**src/hdl/dac_lvds_pkg.sv**
```systemverilog
// widths, types, serializer words and timing constants
// for the dual dac lvds output path.
`default_nettype none

package dac_lvds_pkg;

  // ~~~~~~~~~~~~~~~~~~~~~~~~~~~~~~~~~~~~~~~~~~~~~~~
  // serializer and sample geometry.
  // ~~~~~~~~~~~~~~~~~~~~~~~~~~~~~~~~~~~~~~~~~~~~~~~
  localparam int SER_RATIO = 8;
  localparam int SAMPLE_W  = 16;
  // one lane per sample bit.
  localparam int LANES     = SAMPLE_W;
  localparam int BIT_POS_W = $clog2(SER_RATIO);

  typedef logic [SER_RATIO-1:0]          ser_word_t;
  // sign in the msb, magnitude below.
  typedef logic [SAMPLE_W-1:0]           sample_t;
  // s0 sits in the lowest SAMPLE_W bits.
  typedef logic [SER_RATIO*SAMPLE_W-1:0] dds_word_t;
  typedef logic [LANES-1:0]              lane_bus_t;
  typedef logic [BIT_POS_W-1:0]          bit_pos_t;

  // ~~~~~~~~~~~~~~~~~~~~~~~~~~~~~~~~~~~~~~~~~~~~~~~
  // fixed serializer words.
  // ~~~~~~~~~~~~~~~~~~~~~~~~~~~~~~~~~~~~~~~~~~~~~~~
  localparam ser_word_t DCLK_PATTERN = 8'b1010_1010;
  localparam ser_word_t SYNC_IDLE    = 8'b1111_1111;

  // ~~~~~~~~~~~~~~~~~~~~~~~~~~~~~~~~~~~~~~~~~~~~~~~
  // reset release and delay calibration.
  // ~~~~~~~~~~~~~~~~~~~~~~~~~~~~~~~~~~~~~~~~~~~~~~~
  localparam int RST_STAGES = 10;
  localparam int RDY_CYCLES = 16;
  localparam int RDY_CNT_W  = $clog2(RDY_CYCLES + 1);

  typedef logic [RDY_CNT_W-1:0] rdy_cnt_t;

  // tap count, 0 to 511.
  localparam int TAP_W          = 9;
  localparam int TAPS_PER_STAGE = 64;
  localparam int DELAY_STAGES   = 8;

  typedef logic [TAP_W-1:0]                tap_t;
  typedef logic [$clog2(DELAY_STAGES)-1:0] stage_sel_t;

endpackage

`default_nettype wire

```
**src/hdl/lvds_reset_ctrl.sv**
```systemverilog
// reset-release shift register and delay
// controller ready counter.
`timescale 1ns/1ps
`default_nettype none

module lvds_reset_ctrl (
  input  wire  clk_500m,
  input  wire  rst_n,
  output logic lane_rst,
  output logic delay_rdy
);
  import dac_lvds_pkg::*;

  // ones on reset, zeros walk in from the top.
  logic [RST_STAGES-1:0] rst_sr;
  rdy_cnt_t              rdy_cnt;

  // ~~~~~~~~~~~~~~~~~~~~~~~~~~~~~~~~~~~~~~~~~~~~~~~
  // synchronous release of the async reset.
  // ~~~~~~~~~~~~~~~~~~~~~~~~~~~~~~~~~~~~~~~~~~~~~~~
  always_ff @(posedge clk_500m or negedge rst_n)
  begin
    if (!rst_n)
      rst_sr <= '1;
    else
      rst_sr <= {1'b0, rst_sr[RST_STAGES-1:1]};
  end

  // lowest stage drives every lane reset.
  assign lane_rst = rst_sr[0];

  // ~~~~~~~~~~~~~~~~~~~~~~~~~~~~~~~~~~~~~~~~~~~~~~~
  // calibration count before ready.
  // ~~~~~~~~~~~~~~~~~~~~~~~~~~~~~~~~~~~~~~~~~~~~~~~
  always_ff @(posedge clk_500m or negedge rst_n)
  begin
    if (!rst_n)
    begin
      rdy_cnt   <= '0;
      delay_rdy <= 1'b0;
    end
    else if (lane_rst)
    begin
      rdy_cnt   <= '0;
      delay_rdy <= 1'b0;
    end
    else if (!delay_rdy)
    begin
      rdy_cnt <= rdy_cnt + 1'b1;
      // last count sets ready, counter then holds.
      if (rdy_cnt == rdy_cnt_t'(RDY_CYCLES - 1))
        delay_rdy <= 1'b1;
    end
  end

endmodule

`default_nettype wire

```
**src/hdl/lvds_frame_timer.sv**
```systemverilog
// bit position counter and word load strobe,
// one strobe per serial frame.
`timescale 1ns/1ps
`default_nettype none

module lvds_frame_timer (
  input  wire  clk_500m,
  input  wire  rst_n,
  input  wire  lane_rst,
  output logic word_load
);
  import dac_lvds_pkg::*;

  bit_pos_t bit_pos;

  // position of the next serial bit in the frame.
  always_ff @(posedge clk_500m or negedge rst_n)
  begin
    if (!rst_n)
      bit_pos <= '0;
    else if (lane_rst)
      bit_pos <= '0;
    else if (bit_pos == bit_pos_t'(SER_RATIO - 1))
      bit_pos <= '0;
    else
      bit_pos <= bit_pos + 1'b1;
  end

  // position zero stands in for the parallel clock edge.
  assign word_load = (bit_pos == '0) && !lane_rst;

endmodule

`default_nettype wire

```
**src/hdl/oserdes_lane.sv**
```systemverilog
// 8:1 parallel to serial shift register,
// lsb first, with lane off clear.
`timescale 1ns/1ps
`default_nettype none

module oserdes_lane (
  input  wire                    clk_500m,
  input  wire                    rst_n,
  input  wire                    lane_off,
  input  wire                    word_load,
  input  dac_lvds_pkg::ser_word_t word,
  output logic                   serial
);
  import dac_lvds_pkg::*;

  // bits still waiting after the current one.
  logic [SER_RATIO-2:0] shift_q;
  logic                 ser_q;

  always_ff @(posedge clk_500m or negedge rst_n)
  begin
    if (!rst_n)
    begin
      shift_q <= '0;
      ser_q   <= 1'b0;
    end
    else if (lane_off)
    begin
      // lane held in reset.
      shift_q <= '0;
      ser_q   <= 1'b0;
    end
    else if (word_load)
    begin
      // bit 0 goes straight out.
      ser_q   <= word[0];
      shift_q <= word[SER_RATIO-1:1];
    end
    else
    begin
      ser_q   <= shift_q[0];
      shift_q <= {1'b0, shift_q[SER_RATIO-2:1]};
    end
  end

  // output is dead for as long as the lane is off.
  assign serial = ser_q & ~lane_off;

endmodule

`default_nettype wire

```
**src/hdl/odelay_line.sv**
```systemverilog
// loadable tap register and stage-selected
// delay line for one serial lane.
`timescale 1ns/1ps
`default_nettype none

module odelay_line (
  input  wire               clk_500m,
  input  wire               rst_n,
  input  wire               line_rst,
  input  wire               load,
  input  wire               vtc,
  input  dac_lvds_pkg::tap_t tap_in,
  input  wire               din,
  output logic              dout,
  output dac_lvds_pkg::tap_t tap_out
);
  import dac_lvds_pkg::*;

  tap_t                    tap_q;
  // line_q[k] is din delayed by k cycles.
  logic [DELAY_STAGES-1:1] line_q;
  logic [DELAY_STAGES-1:0] taps;
  stage_sel_t              stage_sel;

  // ~~~~~~~~~~~~~~~~~~~~~~~~~~~~~~~~~~~~~~~~~~~~~~~
  // tap register.
  // ~~~~~~~~~~~~~~~~~~~~~~~~~~~~~~~~~~~~~~~~~~~~~~~
  always_ff @(posedge clk_500m or negedge rst_n)
  begin
    if (!rst_n)
      tap_q <= '0;
    else if (line_rst)
      tap_q <= '0;
    // compensation has to be off for a load.
    else if (load && !vtc)
      tap_q <= tap_in;
  end

  assign tap_out = tap_q;

  // ~~~~~~~~~~~~~~~~~~~~~~~~~~~~~~~~~~~~~~~~~~~~~~~
  // shift line and stage select.
  // ~~~~~~~~~~~~~~~~~~~~~~~~~~~~~~~~~~~~~~~~~~~~~~~
  always_ff @(posedge clk_500m or negedge rst_n)
  begin
    if (!rst_n)
      line_q <= '0;
    else if (line_rst)
      line_q <= '0;
    else
      line_q <= {line_q[DELAY_STAGES-2:1], din};
  end

  // stage 0 is the undelayed input.
  assign taps = {line_q, din};

  // coarse stage from the upper tap bits.
  assign stage_sel = stage_sel_t'(tap_q / TAPS_PER_STAGE);

  assign dout = taps[stage_sel];

endmodule

`default_nettype wire

```
**src/hdl/dac_lvds_port.sv**
```systemverilog
// one dac lvds port: sample transpose, 16 data
// serializers, delayed dclk lane and sync lane.
`timescale 1ns/1ps
`default_nettype none

module dac_lvds_port (
  input  wire                     clk_500m,
  input  wire                     rst_n,
  input  wire                     lane_rst,
  input  wire                     word_load,
  // enables are high for off.
  input  wire                     data_en,
  input  wire                     dclk_en,
  input  wire                     sync_en,
  input  dac_lvds_pkg::dds_word_t dds_in,
  input  dac_lvds_pkg::ser_word_t sync_data,
  input  wire                     delay_load,
  input  wire                     delay_vtc,
  input  dac_lvds_pkg::tap_t      delay_value,
  output dac_lvds_pkg::tap_t      delay_result,
  output dac_lvds_pkg::lane_bus_t data_p,
  output dac_lvds_pkg::lane_bus_t data_n,
  output logic                    dclk_p,
  output logic                    dclk_n,
  output logic                    sync_p,
  output logic                    sync_n
);
  import dac_lvds_pkg::*;

  sample_t   samples   [SER_RATIO];
  ser_word_t lane_word [LANES];
  lane_bus_t data_ser;
  logic      data_off;
  logic      dclk_off;
  logic      dclk_ser;
  logic      dclk_dly;
  logic      sync_ser;

  // ~~~~~~~~~~~~~~~~~~~~~~~~~~~~~~~~~~~~~~~~~~~~~~~
  // sample transpose.
  // ~~~~~~~~~~~~~~~~~~~~~~~~~~~~~~~~~~~~~~~~~~~~~~~
  // lane i carries bit i of s0..s7, s0 first out.
  always_comb
  begin
    for (int s = 0; s < SER_RATIO; s++)
      samples[s] = dds_in[s*SAMPLE_W +: SAMPLE_W];
    for (int i = 0; i < LANES; i++)
      for (int s = 0; s < SER_RATIO; s++)
        lane_word[i][s] = samples[s][i];
  end

  // ~~~~~~~~~~~~~~~~~~~~~~~~~~~~~~~~~~~~~~~~~~~~~~~
  // data lanes.
  // ~~~~~~~~~~~~~~~~~~~~~~~~~~~~~~~~~~~~~~~~~~~~~~~
  assign data_off = lane_rst | data_en;

  for (genvar i = 0; i < LANES; i++)
  begin : g_data
    oserdes_lane i_ser (
      .clk_500m  (clk_500m),
      .rst_n     (rst_n),
      .lane_off  (data_off),
      .word_load (word_load),
      .word      (lane_word[i]),
      .serial    (data_ser[i])
    );
  end

  // differential pairs.
  assign data_p = data_ser;
  assign data_n = ~data_ser;

  // ~~~~~~~~~~~~~~~~~~~~~~~~~~~~~~~~~~~~~~~~~~~~~~~
  // dclk lane with tap delay.
  // ~~~~~~~~~~~~~~~~~~~~~~~~~~~~~~~~~~~~~~~~~~~~~~~
  // dclk_en also resets the delay taps.
  assign dclk_off = lane_rst | dclk_en;

  oserdes_lane i_dclk_ser (
    .clk_500m  (clk_500m),
    .rst_n     (rst_n),
    .lane_off  (dclk_off),
    .word_load (word_load),
    .word      (DCLK_PATTERN),
    .serial    (dclk_ser)
  );

  odelay_line i_dclk_dly (
    .clk_500m (clk_500m),
    .rst_n    (rst_n),
    .line_rst (dclk_off),
    .load     (delay_load),
    .vtc      (delay_vtc),
    .tap_in   (delay_value),
    .din      (dclk_ser),
    .dout     (dclk_dly),
    .tap_out  (delay_result)
  );

  assign dclk_p = dclk_dly;
  assign dclk_n = ~dclk_dly;

  // ~~~~~~~~~~~~~~~~~~~~~~~~~~~~~~~~~~~~~~~~~~~~~~~
  // sync lane.
  // ~~~~~~~~~~~~~~~~~~~~~~~~~~~~~~~~~~~~~~~~~~~~~~~
  // keeps shifting under sync_en; only the pin is gated.
  oserdes_lane i_sync_ser (
    .clk_500m  (clk_500m),
    .rst_n     (rst_n),
    .lane_off  (lane_rst),
    .word_load (word_load),
    .word      (sync_data),
    .serial    (sync_ser)
  );

  assign sync_p = sync_ser & ~sync_en;
  assign sync_n = ~sync_p;

endmodule

`default_nettype wire

```
**src/hdl/dac_lvds_out.sv**
```systemverilog
// dual dac lvds output top: shared reset release,
// frame timer and two port instances.
`timescale 1ns/1ps
`default_nettype none

module dac_lvds_out (
  input  wire                     clk_500m,
  input  wire                     rst_n,
  output logic                    sample_req,
  output logic                    delay_rdy,
  // port 1.
  input  wire                     sync_en_1,
  input  wire                     dclk_en_1,
  input  wire                     data_en_1,
  input  dac_lvds_pkg::ser_word_t sync_1_data,
  input  dac_lvds_pkg::dds_word_t dds_1_in,
  input  wire                     delay_load_1,
  input  wire                     delay_vtc_1,
  input  dac_lvds_pkg::tap_t      delay_value_1,
  output dac_lvds_pkg::tap_t      delay_result_1,
  output logic                    dac1_sync_p,
  output logic                    dac1_sync_n,
  output logic                    dac1_dclk_p,
  output logic                    dac1_dclk_n,
  output dac_lvds_pkg::lane_bus_t dac1_data_p,
  output dac_lvds_pkg::lane_bus_t dac1_data_n,
  // port 2.
  input  wire                     sync_en_2,
  input  wire                     dclk_en_2,
  input  wire                     data_en_2,
  input  dac_lvds_pkg::ser_word_t sync_2_data,
  input  dac_lvds_pkg::dds_word_t dds_2_in,
  input  wire                     delay_load_2,
  input  wire                     delay_vtc_2,
  input  dac_lvds_pkg::tap_t      delay_value_2,
  output dac_lvds_pkg::tap_t      delay_result_2,
  output logic                    dac2_sync_p,
  output logic                    dac2_sync_n,
  output logic                    dac2_dclk_p,
  output logic                    dac2_dclk_n,
  output dac_lvds_pkg::lane_bus_t dac2_data_p,
  output dac_lvds_pkg::lane_bus_t dac2_data_n
);

  logic lane_rst;
  logic word_load;

  // ~~~~~~~~~~~~~~~~~~~~~~~~~~~~~~~~~~~~~~~~~~~~~~~
  // shared control.
  // ~~~~~~~~~~~~~~~~~~~~~~~~~~~~~~~~~~~~~~~~~~~~~~~
  lvds_reset_ctrl i_rst_ctrl (
    .clk_500m  (clk_500m),
    .rst_n     (rst_n),
    .lane_rst  (lane_rst),
    .delay_rdy (delay_rdy)
  );

  lvds_frame_timer i_frame (
    .clk_500m  (clk_500m),
    .rst_n     (rst_n),
    .lane_rst  (lane_rst),
    .word_load (word_load)
  );

  // upstream sees the load strobe as its request.
  assign sample_req = word_load;

  // ~~~~~~~~~~~~~~~~~~~~~~~~~~~~~~~~~~~~~~~~~~~~~~~
  // dac ports.
  // ~~~~~~~~~~~~~~~~~~~~~~~~~~~~~~~~~~~~~~~~~~~~~~~
  dac_lvds_port i_port_1 (
    .clk_500m     (clk_500m),
    .rst_n        (rst_n),
    .lane_rst     (lane_rst),
    .word_load    (word_load),
    .data_en      (data_en_1),
    .dclk_en      (dclk_en_1),
    .sync_en      (sync_en_1),
    .dds_in       (dds_1_in),
    .sync_data    (sync_1_data),
    .delay_load   (delay_load_1),
    .delay_vtc    (delay_vtc_1),
    .delay_value  (delay_value_1),
    .delay_result (delay_result_1),
    .data_p       (dac1_data_p),
    .data_n       (dac1_data_n),
    .dclk_p       (dac1_dclk_p),
    .dclk_n       (dac1_dclk_n),
    .sync_p       (dac1_sync_p),
    .sync_n       (dac1_sync_n)
  );

  dac_lvds_port i_port_2 (
    .clk_500m     (clk_500m),
    .rst_n        (rst_n),
    .lane_rst     (lane_rst),
    .word_load    (word_load),
    .data_en      (data_en_2),
    .dclk_en      (dclk_en_2),
    .sync_en      (sync_en_2),
    .dds_in       (dds_2_in),
    .sync_data    (sync_2_data),
    .delay_load   (delay_load_2),
    .delay_vtc    (delay_vtc_2),
    .delay_value  (delay_value_2),
    .delay_result (delay_result_2),
    .data_p       (dac2_data_p),
    .data_n       (dac2_data_n),
    .dclk_p       (dac2_dclk_p),
    .dclk_n       (dac2_dclk_n),
    .sync_p       (dac2_sync_p),
    .sync_n       (dac2_sync_n)
  );

endmodule

`default_nettype wire

```
**config.mk**
```make
export PLATFORM = sky130hd
export DESIGN_NAME = dac_lvds_out
export DESIGN_NICKNAME = d
export VERILOG_FILES = /design/src/hdl/dac_lvds_pkg.sv /design/src/hdl/lvds_reset_ctrl.sv /design/src/hdl/lvds_frame_timer.sv /design/src/hdl/oserdes_lane.sv /design/src/hdl/odelay_line.sv /design/src/hdl/dac_lvds_port.sv /design/src/hdl/dac_lvds_out.sv
export SDC_FILE = /design/constraint.sdc
export NUM_CORES = 1
export LEC_CHECK = 0
export BUFFER_PORTS_ARGS = -buffer_cell sky130_fd_sc_hd__buf_2
export CELL_PAD_IN_SITES_DETAIL_PLACEMENT = 0
export CELL_PAD_IN_SITES_GLOBAL_PLACEMENT = 1
export CORE_MARGIN = 10
export CORE_UTILIZATION = 38
export DETAILED_ROUTE_END_ITERATION = 8
export PLACE_DENSITY = 0.9
export RECOVER_POWER = 100
export SETUP_SLACK_MARGIN = 0.1
export SYNTH_ARGS = -nofsm -noshare
export SYNTH_HDL_FRONTEND = slang
export SYNTH_SLANG_ARGS = --single-unit
```
**constraint.sdc**
```tcl
create_clock -name clk_500m -period 3.3 [get_ports clk_500m]
set_input_delay 0.33 -clock clk_500m [delete_from_list [all_inputs] [get_ports clk_500m]]
set_output_delay 0.33 -clock clk_500m [all_outputs]
set_load 0.005 [all_outputs]
```
; After elaboration in Yosys (flattened, before gate mapping)
; Index checks and enable logic that the tools add are counted.
[totals]
wordCells = 312
register_bits = 339
out_inout_bits = 92
[classes]
n_eq_ne = 3
reduce_logical = 9
order_cmp = 2
mux = 161
addsub = 2
bitwise_logic = 55
[ops]
columns = operator, count
row1 = 2-to-1 mux 7 bit, 74
row2 = 2-to-1 mux 1 bit, 77
row3 = bitwise AND 1 bit, 38
row4 = 2-to-1 mux 9 bit, 4
row5 = inverter 16 bit, 2
row6 = inverter 1 bit, 11
row7 = 2-to-1 mux 5 bit, 2
row8 = "< comparator 3 x 4 -> 1 bit, second input constant", 2
row9 = binary-select mux 1 bit (select 3 bit), 2
row10 = 2-to-1 mux 3 bit, 2
row11 = "adder 5 x 1 -> 5 bit, second input constant", 1
row12 = "equality test 5 x 4 -> 1 bit, second input constant", 1
row13 = bitwise OR 1 bit, 4
row14 = nonzero test 2 bit, 2
row15 = "adder 3 x 1 -> 3 bit, second input constant", 1
row16 = "equality test 3 bit, second input constant", 1
row17 = logical AND 1 bit, 3
row18 = zero test 1 bit, 3
row19 = zero test 3 bit, 1
row20 = "!= test 2 bit, second input constant", 1

; Depth between registers and ports, before layout
[depth]
word_depth = 6
depth_mapped = 8

; By module
; Synthesis repeated with hierarchy kept, for this count alone.
[hier_totals]
hier_cells = 1147
area_unflattened_um2 = 14139.8
[by_module_without_submodules]
columns = mod, seq_area_each_um2, instances, cells_each, area_per_inst_um2
row1 = oserdes_lane, 200.2, 36, 26, 331.6
row2 = odelay_line, 400.4, 2, 58, 644.4
row3 = lvds_reset_ctrl, 412.9, 1, 37, 566.8
row4 = dac_lvds_port, 0.0, 2, 23, 96.3
row5 = lvds_frame_timer, 75.1, 1, 12, 155.1

; Worst setup path before layout
; No wires, ideal clock.
[synth_timing]
path_kind = register -> output
from = register i_rst_ctrl.rst_sr[0]
to = output dac1_dclk_p
required_ns = 2.970
arrival_ns = 1.340
setup_slack_ns = 1.630
stages_incl_launch_ff = 5
cell_sequence = dfstp_2 > buf_6 > or4b_4 > a221oi_2 > a21o_1
[synth_between]
elab_chain_len = 5
[synth_lines]
columns = element, line
row1 = from (decl), lvds_reset_ctrl.sv:15  ; logic [RST_STAGES-1:0] rst_sr;
row2 = from (signal assigned), lvds_reset_ctrl.sv:26  ; rst_sr <= {1'b0, rst_sr[RST_STAGES-1:1]};
row3 = bitwise OR 1 bit, dac_lvds_port.sv:77  ; assign dclk_off = lane_rst | dclk_en;
row4 = inverter 1 bit, oserdes_lane.sv:47  ; assign serial = ser_q & ~lane_off;
row5 = bitwise AND 1 bit, oserdes_lane.sv:47
row6 = binary-select mux 1 bit (select 3 bit), odelay_line.sv:60  ; assign dout = taps[stage_sel];
row7 = 2-to-1 mux 1 bit (implied by the code), odelay_line.sv:60
row8 = to (decl), dac_lvds_out.sv:23  ; output logic dac1_dclk_p,
; Every way passes these cells. The select of a mux whose other input is x is not followed.

; Final worst setup path
[layout_timing]
from = register i_frame.bit_pos[0]
to = register i_port_2.g_data[2].i_ser.ser_q
[layout_between]
elab_chain_len = 4
[layout_lines]
columns = element, line
row1 = from (decl), lvds_frame_timer.sv:14  ; bit_pos_t bit_pos;
row2 = from (signal assigned), lvds_frame_timer.sv:26  ; bit_pos <= bit_pos + 1'b1;
row3 = zero test 3 bit, lvds_frame_timer.sv:30  ; assign word_load = (bit_pos == '0) && !lane_rst;
row4 = logical AND 1 bit, lvds_frame_timer.sv:30
row5 = 2-to-1 mux 1 bit, oserdes_lane.sv:33  ; else if (word_load)
row6 = 2-to-1 mux 1 bit, oserdes_lane.sv:27  ; else if (lane_off)
row7 = to (signal assigned), oserdes_lane.sv:36  ; ser_q <= word[0];
row8 = to (signal assigned), oserdes_lane.sv:41  ; ser_q <= shift_q[0];
row9 = to (decl), oserdes_lane.sv:18  ; logic ser_q;
; Every way passes these cells.
; A chain may end at the register's enable or synchronous reset.

==> results.txt <==
CP Capture Type: register
crit path kind: reg -> reg
drt pass-1 iters: 5
level count of the clock H-tree: 2
Fill cells: 3356
Synth top area share: 0.611
number of global-route vias before repair: 11297
IO Port Bufs: 393
routed wl met2: 18100 um
largest net degree at the start of global routing: 105
total number of vias: 10799
global-route wire length before repair: 61100 um
initial antenna violation count: 8
Syn Inst Count: 1438
WP data arrival: 3.12 ns
deepest clock path buffer count: 3
delay of the slowest critical-path stage: 0.73 ns
Leak: 8.49 nW
Power Density: 579 nW/um^2
DPL Wire Length: 26600 um
peak supply drop: 0.426 mV
Synth area leaders: dfrtp_1 61%, nand2_1 15%, a21oi_1 9.7%
Final setup viols: 0
HP Class: in -> reg
wire per inst: 16.8 um
Seq cells post-synth: 339
CTS buffer count: 37
Area Growth Syn to Fin: 24.4%
post-CTS setup repair buffer count: 0
pins over their slew limit: 0
most frequent cell after synthesis: nand2_1
Synth Flop Type: dfrtp_1
post-route non-filler standard cell count: 2247
skew final: 0.0151 ns
layout cells sized above 1: 0.226
CTS tree: yes
DRT Wirelength: 37700 um
Via density: 4.81
slew at the pin with the worst max-slew slack: 1.43 ns
DRT antenna net count: 0
Die ar.: 43400 um^2
First DRT Iteration DRCs: 646
Die H: 208 um
RSZ-0062 raised after global routing: no
highest layer used for signal routing: met5
Tot GR Track Use: 0.170
Final Hold Viols: 0
max_slew headroom: 0.0477
Worst-path clk slew: 0.06 ns
Met3 Routed Length: 2640 um
Inst Count DP: 2175
number of unique standard cell types used by synthesis: 31
sequential share of the synthesized area: 0.630
routability cong.: 0.808
Clock Sinks: 339
Syn. warnings: 0
post_cts resized: 0
Syn Nets: 1745
Syn Area/Cell: 9.37 um^2
status: finished clean
clock latency on the worst-skew pair: 0.52 ns
crit path max fanout: 39
Post-synth EDFFs: 0
Residual DRC: 0
Initial Util: 0.387
fin nets: 2069
# Max-Cap Violations: 0
Die W: 208 um
CTS root buf: clkbuf_16
CP Data Required Time: 3.74 ns
Critical Path, Cell by Cell: inv_1, ha_1, nor2b_1, buf_12, clkbuf_2, nand2_1, a21oi_1
achievable frequency: 373 MHz
Post-synth top cells: 544 x nand2_1, 329 x dfrtp_1, 261 x a21oi_1, 61 x clkbuf_1, 41 x and3_1
Fin Setup TNS: 0 ns
Core Region: 34800 um^2
mapped cell area: 13500 um^2
I/O pins: 394
Rows: 68
largest area contributor in the netlist: dfrtp_1
Startpoint Class: register
Slowest cell on crit path: nor2b_1
min cycle time layout: 2.68 ns
Tcrit/Tclk final: 0.812
M1 WL: 16300 um
Async SR Flop Fraction: 1.00
gr ovfl total: 0
## metrics by stage
step	power (mW)	hold WS, ns	utilization	worst slack [ns]	instance area (um^2)
2_1_floorplan	5.07	0.0344	-	1.63	13500
3_3_place_gp	5.58	0.345	0.452	1.13	15700
3_5_place_dp	5.60	0.347	0.452	1.11	15700
4_1_cts	9.89	0.00628	0.488	0.632	17000
5_1_grt	10.1	0.0259	0.481	0.378	16800
6_report	9.70	0.0383	0.482	0.619	16800
## what timing repair did
| action | CTS | global route |
|---|---|---|
| hold buffers | 3 | 0 |
| endpoints found under the hold margin | 99 | 0 |
| endpoints found under the setup margin | 0 | 0 |
## state kept, by name (all words and copies together) (netlist names), 9 cells and up
| register | flops |
|---|---|
| i_port_1.i_dclk_dly.tap_out | 9 |
| i_port_2.i_dclk_dly.tap_out | 9 |
| i_port_2.g_data.i_ser.ser_q | 16 |
| i_port_2.g_data.i_ser.shift_q | 112 |
| i_port_1.g_data.i_ser.shift_q | 112 |
| i_rst_ctrl.rst_sr | 10 |
| i_port_1.g_data.i_ser.ser_q | 16 |
## layout make-up
class                           instances  area (um^2)  share of cell area
Multi-Input combinational cell        926         4150               0.248
Tap cell                              455          569              0.0340
Clock buffer                           55         1110              0.0660
Timing Repair Buffer                  421         2140               0.128
Clock inverter                          9          149             0.00888
Sequential cell                       339         8500               0.507
Inverter                               37          139             0.00829
Antenna cell                            5         12.5            0.000746
## logic make-up after synthesis
group | Yosys count | synth area share
buffers and inverters | 173 | 0.0613
AND/OR/NAND/NOR | 647 | 0.196
other | 1 | 0.000278
multiplexers | 5 | 0.00557
AO/OA/AOI/OAI | 265 | 0.100
adder cells (fa/ha/maj) | 5 | 0.00464
XOR/XNOR | 3 | 0.00195
flip-flops | 339 | 0.630
## per-layer routing
layer	GRT usage	up-vias
li1	-	5177
met1	0.220	5219
met2	0.275	341
met3	0.0505	56
met4	0.0381	6
met5	0	-
## power by group
part,leakage (nW),internal (mW),switching (mW)
Sequential,4.61,4.34,0.0618
Clock,0.618,2.63,1.61
Combinational,3.27,0.351,0.705
## final timing paths
check / start / end / slack (ns) / depth (start not counted)
max in group asynchronous: rst_n / i_port_2.g_data[2].i_ser.shift_q[6] / 0.89 / 3
hold reg to reg: i_rst_ctrl.rst_sr[8] / i_rst_ctrl.rst_sr[7] / 0.35 / 0
min in group asynchronous: rst_n / i_port_1.g_data[10].i_ser.ser_q / 0.47 / 2
setup reg to reg: i_frame.bit_pos[0] / i_port_2.g_data[2].i_ser.ser_q / 0.62 / 7
hold / removal: dds_2_in[69] / i_port_2.g_data[5].i_ser.shift_q[3] / 0.04 / 3
setup / recovery: i_frame.bit_pos[0] / i_port_2.g_data[2].i_ser.ser_q / 0.62 / 7
## placed cells by master (no fill, tap or decap), types with 12 or more instances in the layout
cell and n:
nand2_1 544, dfrtp_1 329, buf_2 309, a21oi_1 261
clkbuf_1 97, and3_1 41, clkbuf_16 39, inv_1 37
nor2_1 25, and2_0 12
## worst max-delay path: cells and delay by family, from the launching register on
kind | cells | cell delay [ns]
AOI/OAI and AO/OA | 1 | 0.16
adders and majority gates | 1 | 0.21
buffers and inverters | 3 | 0.92
DFF | 1 | 0.39
and+or+nand+nor | 2 | 0.88
Note: power is estimated with default switching activity, not from simulation.
